==> config.mk <==
export PLATFORM = sky130hd
export DESIGN_NAME = mem_sys_top
export DESIGN_NICKNAME = d
export VERILOG_FILES = /design/src/axil_pkg.sv /design/src/mem_sys_axil.sv /design/src/axil_sram_slave.sv /design/src/mem_sys_top.sv
export SDC_FILE = /design/constraint.sdc
export NUM_CORES = 2
export LEC_CHECK = 0
export BUFFER_PORTS_ARGS = -buffer_cell sky130_fd_sc_hd__buf_4
export CORE_UTILIZATION = 45
export CTS_CLUSTER_DIAMETER = 30
export DETAILED_ROUTE_END_ITERATION = 10
export GPL_ROUTABILITY_DRIVEN = 0
export PLACE_DENSITY = 0.71
export SLEW_MARGIN = 10
export SYNTH_ARGS = -nofsm -noshare
export SYNTH_HDL_FRONTEND = slang
export SYNTH_SLANG_ARGS = --single-unit
==> constraint.sdc <==
create_clock -name m_axil_clk -period 8.56 [get_ports m_axil_clk]
set_input_delay 1.712 -clock m_axil_clk [delete_from_list [all_inputs] [get_ports m_axil_clk]]
set_output_delay 1.712 -clock m_axil_clk [all_outputs]
set_load 0.05 [all_outputs]
==> src/axil_pkg.sv <==
// Shared types for a single 32-bit AXI-Lite bus with no bursts and the protection field held at zero
package axil_pkg;

	////////////////////////////////////////
	// Widths and sizes
	////////////////////////////////////////

	localparam int xlen        = 32;
	localparam int strb_w      = xlen / 8;          // Byte lanes
	localparam int addr_lsb    = $clog2(strb_w);    // Byte offset bits inside a word
	localparam int mem_words   = 64;
	localparam int mem_idx_w   = $clog2(mem_words); // Word index bits
	localparam int mem_timeout = 16;                // Cycles from address to response

	////////////////////////////////////////
	// Bus encodings
	////////////////////////////////////////

	localparam logic [1:0] resp_okay   = 2'b00;
	localparam logic [1:0] resp_slverr = 2'b10;
	localparam logic [2:0] basic_prot  = 3'b000;    // Unprivileged, secure, data access

	typedef logic [xlen-1:0] data_t;

	// Processor side request, held until done
	typedef struct packed {
		logic [xlen-1:0]   addr;
		data_t             wdata;
		logic              rd;
		logic              wr;
		logic [strb_w-1:0] be;                      // Write byte enables
	} mem_req_t;

	// Everything the master drives
	typedef struct packed {
		logic [xlen-1:0]   awaddr;
		logic [2:0]        awprot;
		logic              awvalid;
		data_t             wdata;
		logic [strb_w-1:0] wstrb;
		logic              wvalid;
		logic              bready;
		logic [xlen-1:0]   araddr;
		logic [2:0]        arprot;
		logic              arvalid;
		logic              rready;
	} axil_m2s_t;

	// Everything the slave drives
	typedef struct packed {
		logic              awready;
		logic              wready;
		logic [1:0]        bresp;
		logic              bvalid;
		logic              arready;
		data_t             rdata;
		logic [1:0]        rresp;
		logic              rvalid;
	} axil_s2m_t;

endpackage : axil_pkg

==> src/mem_sys_axil.sv <==
// Runs one processor request at a time over AXI-Lite and expects req to stay stable until done
`timescale 1ns/1ps

module mem_sys_axil (
	input  logic                m_axil_clk,
	input  logic                rst_n,

	input  axil_pkg::mem_req_t  req,
	input  logic                req_valid,
	output axil_pkg::data_t     rdata,
	output logic                done,
	output logic                err,

	output axil_pkg::axil_m2s_t bus_m2s,
	input  axil_pkg::axil_s2m_t bus_s2m
);

	import axil_pkg::*;

	typedef enum logic [2:0] {
		st_idle,
		st_r_addr,
		st_r_data,
		st_w_addr,
		st_w_data,
		st_w_resp
	} state_t;

	state_t state, nxt_state;

	logic w_acc, nxt_w_acc;       // Write data taken before its address
	logic rd_req, wr_req;
	logic rd_phase, wr_phase;
	logic ar_v, aw_v, w_v;
	logic ar_fire, r_fire, aw_fire, w_fire, b_fire;
	logic addr_ok, data_ok;

	assign rd_req = req_valid & req.rd;
	assign wr_req = req_valid & req.wr & ~req.rd; // Read wins if both flags are set

	always_ff @(posedge m_axil_clk or negedge rst_n) begin
		if (!rst_n) begin
			state <= st_idle;
			w_acc <= 1'b0;
		end else begin
			state <= nxt_state;
			w_acc <= nxt_w_acc;
		end
	end

	////////////////////////////////////////
	// Channel valids and handshakes
	////////////////////////////////////////

	always_comb begin
		ar_v = 1'b0;
		aw_v = 1'b0;
		w_v  = 1'b0;
		case (state)
			st_idle: begin
				ar_v = rd_req;
				aw_v = wr_req;
				w_v  = wr_req;
			end
			st_r_addr: ar_v = 1'b1;
			st_w_addr: begin
				aw_v = 1'b1;
				w_v  = ~w_acc;        // Data may already be in
			end
			st_w_data: w_v = 1'b1;
			default: ;
		endcase
	end

	// Which transaction the current cycle belongs to
	assign rd_phase = (state == st_idle && rd_req) || state == st_r_addr || state == st_r_data;
	assign wr_phase = (state == st_idle && wr_req) || state == st_w_addr ||
		state == st_w_data || state == st_w_resp;

	assign ar_fire = ar_v & bus_s2m.arready;
	assign aw_fire = aw_v & bus_s2m.awready;
	assign w_fire  = w_v & bus_s2m.wready;
	assign r_fire  = rd_phase & bus_s2m.rvalid & bus_m2s.rready;
	assign b_fire  = wr_phase & bus_s2m.bvalid & bus_m2s.bready;

	// Steps finished by now, counting the ones firing this cycle
	assign addr_ok = aw_fire || state == st_w_data || state == st_w_resp;
	assign data_ok = w_fire || w_acc || state == st_w_resp;

	always_comb begin
		bus_m2s.awaddr  = req.addr;
		bus_m2s.awprot  = basic_prot;
		bus_m2s.awvalid = aw_v;
		bus_m2s.wdata   = req.wdata;
		bus_m2s.wstrb   = req.be;
		bus_m2s.wvalid  = w_v;
		bus_m2s.bready  = 1'b1;   // Responses never stalled
		bus_m2s.araddr  = req.addr;
		bus_m2s.arprot  = basic_prot;
		bus_m2s.arvalid = ar_v;
		bus_m2s.rready  = 1'b1;
	end

	////////////////////////////////////////
	// Next state
	////////////////////////////////////////

	always_comb begin
		nxt_state = state;
		if (rd_phase) begin
			if (r_fire)
				nxt_state = st_idle;
			else if (ar_fire || state == st_r_data)
				nxt_state = st_r_data;
			else
				nxt_state = st_r_addr;
		end else if (wr_phase) begin
			if (b_fire)
				nxt_state = st_idle;  // Response closes the write
			else if (addr_ok && data_ok)
				nxt_state = st_w_resp;
			else if (addr_ok)
				nxt_state = st_w_data;
			else
				nxt_state = st_w_addr;
		end else begin
			nxt_state = st_idle;
		end
	end

	// Early data is remembered only while the address is still out
	assign nxt_w_acc = (nxt_state == st_w_addr) & data_ok;

	////////////////////////////////////////
	// Completion
	////////////////////////////////////////

	assign done  = r_fire | b_fire;
	assign rdata = r_fire ? bus_s2m.rdata : '0;
	assign err   = (r_fire && bus_s2m.rresp != resp_okay) ||
		(b_fire && bus_s2m.bresp != resp_okay);

endmodule : mem_sys_axil

==> src/axil_sram_slave.sv <==
// Word memory cleared by reset and only one write and one read may be open at a time
`timescale 1ns/1ps

module axil_sram_slave (
	input  logic                m_axil_clk,
	input  logic                rst_n,

	input  axil_pkg::axil_m2s_t bus_m2s,
	output axil_pkg::axil_s2m_t bus_s2m
);

	import axil_pkg::*;

	data_t mem [mem_words];

	logic                 wr_rdy;     // Shared by awready and wready
	logic                 bvalid;
	logic [1:0]           bresp;
	logic                 rvalid;
	logic [1:0]           rresp;
	data_t                rdata;
	logic                 arready;

	logic                 wr_go, rd_go;
	logic                 wr_hit, rd_hit;
	logic [mem_idx_w-1:0] wr_idx, rd_idx;

	////////////////////////////////////////
	// Address decode
	////////////////////////////////////////

	assign wr_idx = bus_m2s.awaddr[addr_lsb +: mem_idx_w];
	assign rd_idx = bus_m2s.araddr[addr_lsb +: mem_idx_w];

	// Full word index against the depth
	assign wr_hit = bus_m2s.awaddr[xlen-1:addr_lsb] < (xlen-addr_lsb)'(mem_words);
	assign rd_hit = bus_m2s.araddr[xlen-1:addr_lsb] < (xlen-addr_lsb)'(mem_words);

	////////////////////////////////////////
	// Write channels
	////////////////////////////////////////

	// Address and data always land together
	assign wr_go = wr_rdy & bus_m2s.awvalid & bus_m2s.wvalid;

	always_ff @(posedge m_axil_clk or negedge rst_n) begin
		if (!rst_n) begin
			wr_rdy <= 1'b0;
			bvalid <= 1'b0;
		end else begin
			wr_rdy <= ~wr_rdy & bus_m2s.awvalid & bus_m2s.wvalid & ~bvalid;
			if (wr_go)
				bvalid <= 1'b1;
			else if (bus_m2s.bready)
				bvalid <= 1'b0;
		end
	end

	always_ff @(posedge m_axil_clk) begin
		if (wr_go)
			bresp <= wr_hit ? resp_okay : resp_slverr;
	end

	always_ff @(posedge m_axil_clk or negedge rst_n) begin
		if (!rst_n) begin
			for (int i = 0; i < mem_words; i++)
				mem[i] <= '0;
		end else if (wr_go && wr_hit) begin
			for (int b = 0; b < strb_w; b++) begin
				if (bus_m2s.wstrb[b])
					mem[wr_idx][8*b +: 8] <= bus_m2s.wdata[8*b +: 8];
			end
		end
	end

	////////////////////////////////////////
	// Read channels
	////////////////////////////////////////

	assign arready = ~rvalid;           // Free while no data is waiting
	assign rd_go   = bus_m2s.arvalid & arready;

	always_ff @(posedge m_axil_clk or negedge rst_n) begin
		if (!rst_n)
			rvalid <= 1'b0;
		else if (rd_go)
			rvalid <= 1'b1;
		else if (bus_m2s.rready)
			rvalid <= 1'b0;
	end

	always_ff @(posedge m_axil_clk) begin
		if (rd_go) begin
			rdata <= rd_hit ? mem[rd_idx] : '0;  // Zero outside the memory
			rresp <= rd_hit ? resp_okay : resp_slverr;
		end
	end

	always_comb begin
		bus_s2m.awready = wr_rdy;
		bus_s2m.wready  = wr_rdy;
		bus_s2m.bresp   = bresp;
		bus_s2m.bvalid  = bvalid;
		bus_s2m.arready = arready;
		bus_s2m.rdata   = rdata;
		bus_s2m.rresp   = rresp;
		bus_s2m.rvalid  = rvalid;
	end

endmodule : axil_sram_slave

==> src/mem_sys_top.sv <==
// Single clock domain where the processor holds req until done and issues one request at a time
`timescale 1ns/1ps

module mem_sys_top (
	input  logic               m_axil_clk,
	input  logic               rst_n,

	input  axil_pkg::mem_req_t req,
	input  logic               req_valid,
	output axil_pkg::data_t    rdata,
	output logic               done,
	output logic               err
);

	import axil_pkg::*;

	axil_m2s_t bus_m2s;   // Master to memory
	axil_s2m_t bus_s2m;   // Memory back to master

	////////////////////////////////////////
	// Bus master
	////////////////////////////////////////

	mem_sys_axil master_i (
		.m_axil_clk (m_axil_clk),
		.rst_n      (rst_n),
		.req        (req),
		.req_valid  (req_valid),
		.rdata      (rdata),
		.done       (done),
		.err        (err),
		.bus_m2s    (bus_m2s),
		.bus_s2m    (bus_s2m)
	);

	////////////////////////////////////////
	// On-chip memory
	////////////////////////////////////////

	axil_sram_slave sram_i (
		.m_axil_clk (m_axil_clk),
		.rst_n      (rst_n),
		.bus_m2s    (bus_m2s),
		.bus_s2m    (bus_s2m)
	);

endmodule : mem_sys_top

==> metrics.md <==
| Metric | Value |
|---|---|
| Global Route Usage Sum | 29.38% |
| Post-CTS setup buffer count | 0 |
| CP dominant cell by count | buf_4 |
| DR WL met3 | 32,770 µm |
| Final min period | 5.083 ns |
| Leakage power | 57.73 nW |
| Gates resized, CTS repair | 0 |
| Die H | 465.2 µm |
| Clock net sink count | 2,089 |
| CP peak stage delay | 0.49 ns |
| Clk_lat worst skew | 1.00 ns |
| Hold WC Path Type | reg -> reg |
| Most numerous cell in the Yosys netlist | dfrtp_1 |
| Vias in the first global route | 68,000 |
| Clk_skew | just over 0.1 ns |
| CP Class | in -> out |
| Slowest stage cell, crit path | buf_4 |
| EDFF count, synth | 34 |
| Peak VDD IR | around 0.25 mV |
| Main synth FF type | dfrtp_1 |
| Met2 WL | around 140,000 µm |
| DR top layer | met5 |
| Setup WS pre-CTS | 2.765 ns |
| DIE WIDTH | 465.2 µm |
| Max-Cap Viols | 0 |
| Worst-margin pin slew | 1.303 ns |
| GR Overflow Total | 0 |
| First-pass GRT wire length | 470,800 µm |
| Layout area overhead | 19.58% |
| Status | completed |
| RSZ-0062 raised after global routing | no |
| Cell Count Post-Placement | 9,487 |
| Synth cell count leaders | dfrtp_1, mux2_2, mux2_1 |
| Setup_tns | 0 ns |
| Top Ports | roughly 110 |
| Yosys cell types | 72 |
| Wire length on met1 | 126,300 µm |
| Worst relative slew slack | 13.07% |
| H-tree level count | 5 |
| Hold_ws | 0.4810 ns |
| Initial Utilization | 45.38% |
| Drc violations | 0 |
| Layout Nets | 7,189 |
| Post-synthesis average cell area | 13.82 µm² |
| Final Worst Setup Slack | ~3.5 ns |
| Row count | 169 |
| Worst EP required | a little under 7 ns |
| Initial antenna violation count | 11 |
| #FFs+latches synth | 2,089 |
| CTS Buf Count | 448 |
| Post-synthesis sequential area ratio | 54.33% |
| CTS Root Cell | clkbuf_16 |
| DR WL/cell | 31.06 µm |
| Clock transition at path regs | about 0.04 ns |
| Pre-antenna DRT Iters | 8 |
| Synthesis warning total | 0 |
| CP arrival | 3.37 ns |
| Max FO, Critical Path | 35 |
| Synthesized cell area | 0.09654 mm² |
| Post-DRT Antenna Nets | 0 |
| Final Routed Wirelength | 320,000 µm |
| Combinational power share | 4.7% |
| DR vias | about 66,000 |
| Core Region | 0.2127 mm² |
| Fin crit share | 59.38% |
| Net switching power | 0.006696 W |
| Pwr Density | ~250 mW/mm² |
| Achievable Freq | 196.7 MHz |
| Cell Int Power | 0.02221 W |
| Final-report hold violation count | 0 |
| Crit-path cells | buf_4 -> a211oi_1 -> a211oi_4 -> buf_4 -> and3_1 -> buf_4 |
| CP Launch Type | input port |
| Non-Filler Instances | 10,300 |
| Reg power frac | 34.6% |
| Post-synth ARST share | 98.37% |
| CTS tree | yes |
| Post-synth top area cell | dfrtp_1 |
| Fill cells | 16,850 |
| Fraction of layout cells with a size suffix above 1 | 35.08% |
| Slew Viols, Final | 0 |
| Largest net degree at the start of global routing | 188 |
| Syn_nets | 7,059 |
| Die area | 0.2164 mm² |
| Maximum clock path buffer count | 4 |
| Initial drt markers | roughly 7,600 |
| DP HPWL | 186,900 µm |
| Switching share of power | between 20% and 30% |
| Vias per std cell | 6.390 |
| Utilization after layout | 54.27% |
| Top-area cell type share of the netlist area | between 50% and 60% |
| Mapped Cells | 6,986 |
| Clock Power Share | approximately three fifths |
| Final setup viols | 0 |
| Ranking of synthesized cells by area | dfrtp_1, mux2_2, mux2_1 |
| Crit. End Element | primary output |
| IO Port Bufs | 104 |
| Hold-fix buffer count after cts | 0 |
[flip-flops by register name (all words and copies together), names as in the netlist]
| signal | flops |
|---|---|
| sram_i.wr_rdy | 1 |
| sram_i.bresp | 1 |
| master_i.state | 3 |
| sram_i.rdata | 32 |
| sram_i.bvalid | 1 |
| sram_i.rvalid | 1 |
| sram_i.rresp | 1 |
| sram_i.mem | 2048 |
| master_i.w_acc | 1 |
[worst paths after layout]
kind | from | to | slack (ns) | depth (start not counted)
setup / recovery | req_valid | rdata[15] | 3.48 | 6
hold / removal | sram_i.mem[1153] | sram_i.mem[1153] | 0.48 | 1
max in group asynchronous | rst_n | sram_i.mem[913] | 5.53 | 3
hold reg to reg | sram_i.mem[1153] | sram_i.mem[1153] | 0.48 | 1
min in group asynchronous | rst_n | sram_i.mem[1064] | 0.71 | 1
setup reg to reg | master_i.state[1] | sram_i.mem[1345] | 4.16 | 7
[layer usage]
metal  up-vias  global-route usage (%)
met4         8                   16.83
met3       959                   8.625
met2      3565                   43.39
met1     34870                   38.50
met5         -                  0.1976
li1      26440                       -
[layout by cell type (no fill, tap or decap), types with 21 or more instances in the layout]
cell	n
clkinv_4	23
buf_4	219
clkinvlp_4	43
a22o_1	34
a21oi_1	178
o21ai_0	134
clkbuf_1	55
nor2_2	65
nand2_4	62
nor3_4	29
mux2_2	1256
nand2_1	215
bufinv_16	62
clkbuf_8	59
a211oi_1	29
and3_1	43
a221oi_1	160
clkbuf_16	454
a22oi_1	143
o221ai_1	25
mux2_1	959
clkinv_2	93
a221o_1	33
dfrtp_1	2054
mux4_2	114
nand2_2	61
a31oi_1	25
a41oi_1	21
nor2_1	144
mux2i_1	308
edfxtp_1	34
o22ai_1	87
[power groups by stage]
stage / clock network, W / registers [W] / logic [W]
after global routing: 0.0182 / 0.0100 / 0.00141
after global placement: 0 / 0.0102 / 0.00132
final: 0.0175 / 0.0100 / 0.00137
after floorplan: 0 / 0.0101 / 0.000611
after CTS: 0.0176 / 0.0100 / 0.00134
after detailed placement: 0 / 0.0102 / 0.00134
[worst max-delay path, delay by kind of cell]
family / cells / cell delay (ns)
compound gates: 2 / 0.31
buf+inv: 3 / 0.83
simple gates: 1 / 0.41
[cell families (layout without fill, tap and decap cells)]
kind of cell	Yosys count	after routing	share of synthesized area [%]
flops	2089	2089	54.33
other cells	0	5	0
mux	2637	2637	31.69
buf+inv	569	1060	2.551
compound gates	984	984	7.267
simple gates	707	707	4.167
[through the flow]
step           area, µm²  total power [W]
2_1_floorplan      96540          0.01074
3_3_place_gp       99980          0.01147
3_5_place_dp       99980          0.01149
4_1_cts           115400          0.02896
5_1_grt           115400          0.02957
6_report          115400          0.02890
[layout make-up]
type / count / area (µm²) / share of cell area (%)
antenna: 5 / 12.51 / 0.01084
clock buffer: 568 / 12380 / 10.72
clock inverter: 243 / 3065 / 2.655
inverter: 7 / 36.28 / 0.03143
multi-input combinational: 4328 / 41870 / 36.27
sequential: 2089 / 52450 / 45.43
tap: 2821 / 3530 / 3.058
timing repair buffer: 242 / 2097 / 1.817
Note: power is estimated with default switching activity, not from simulation.
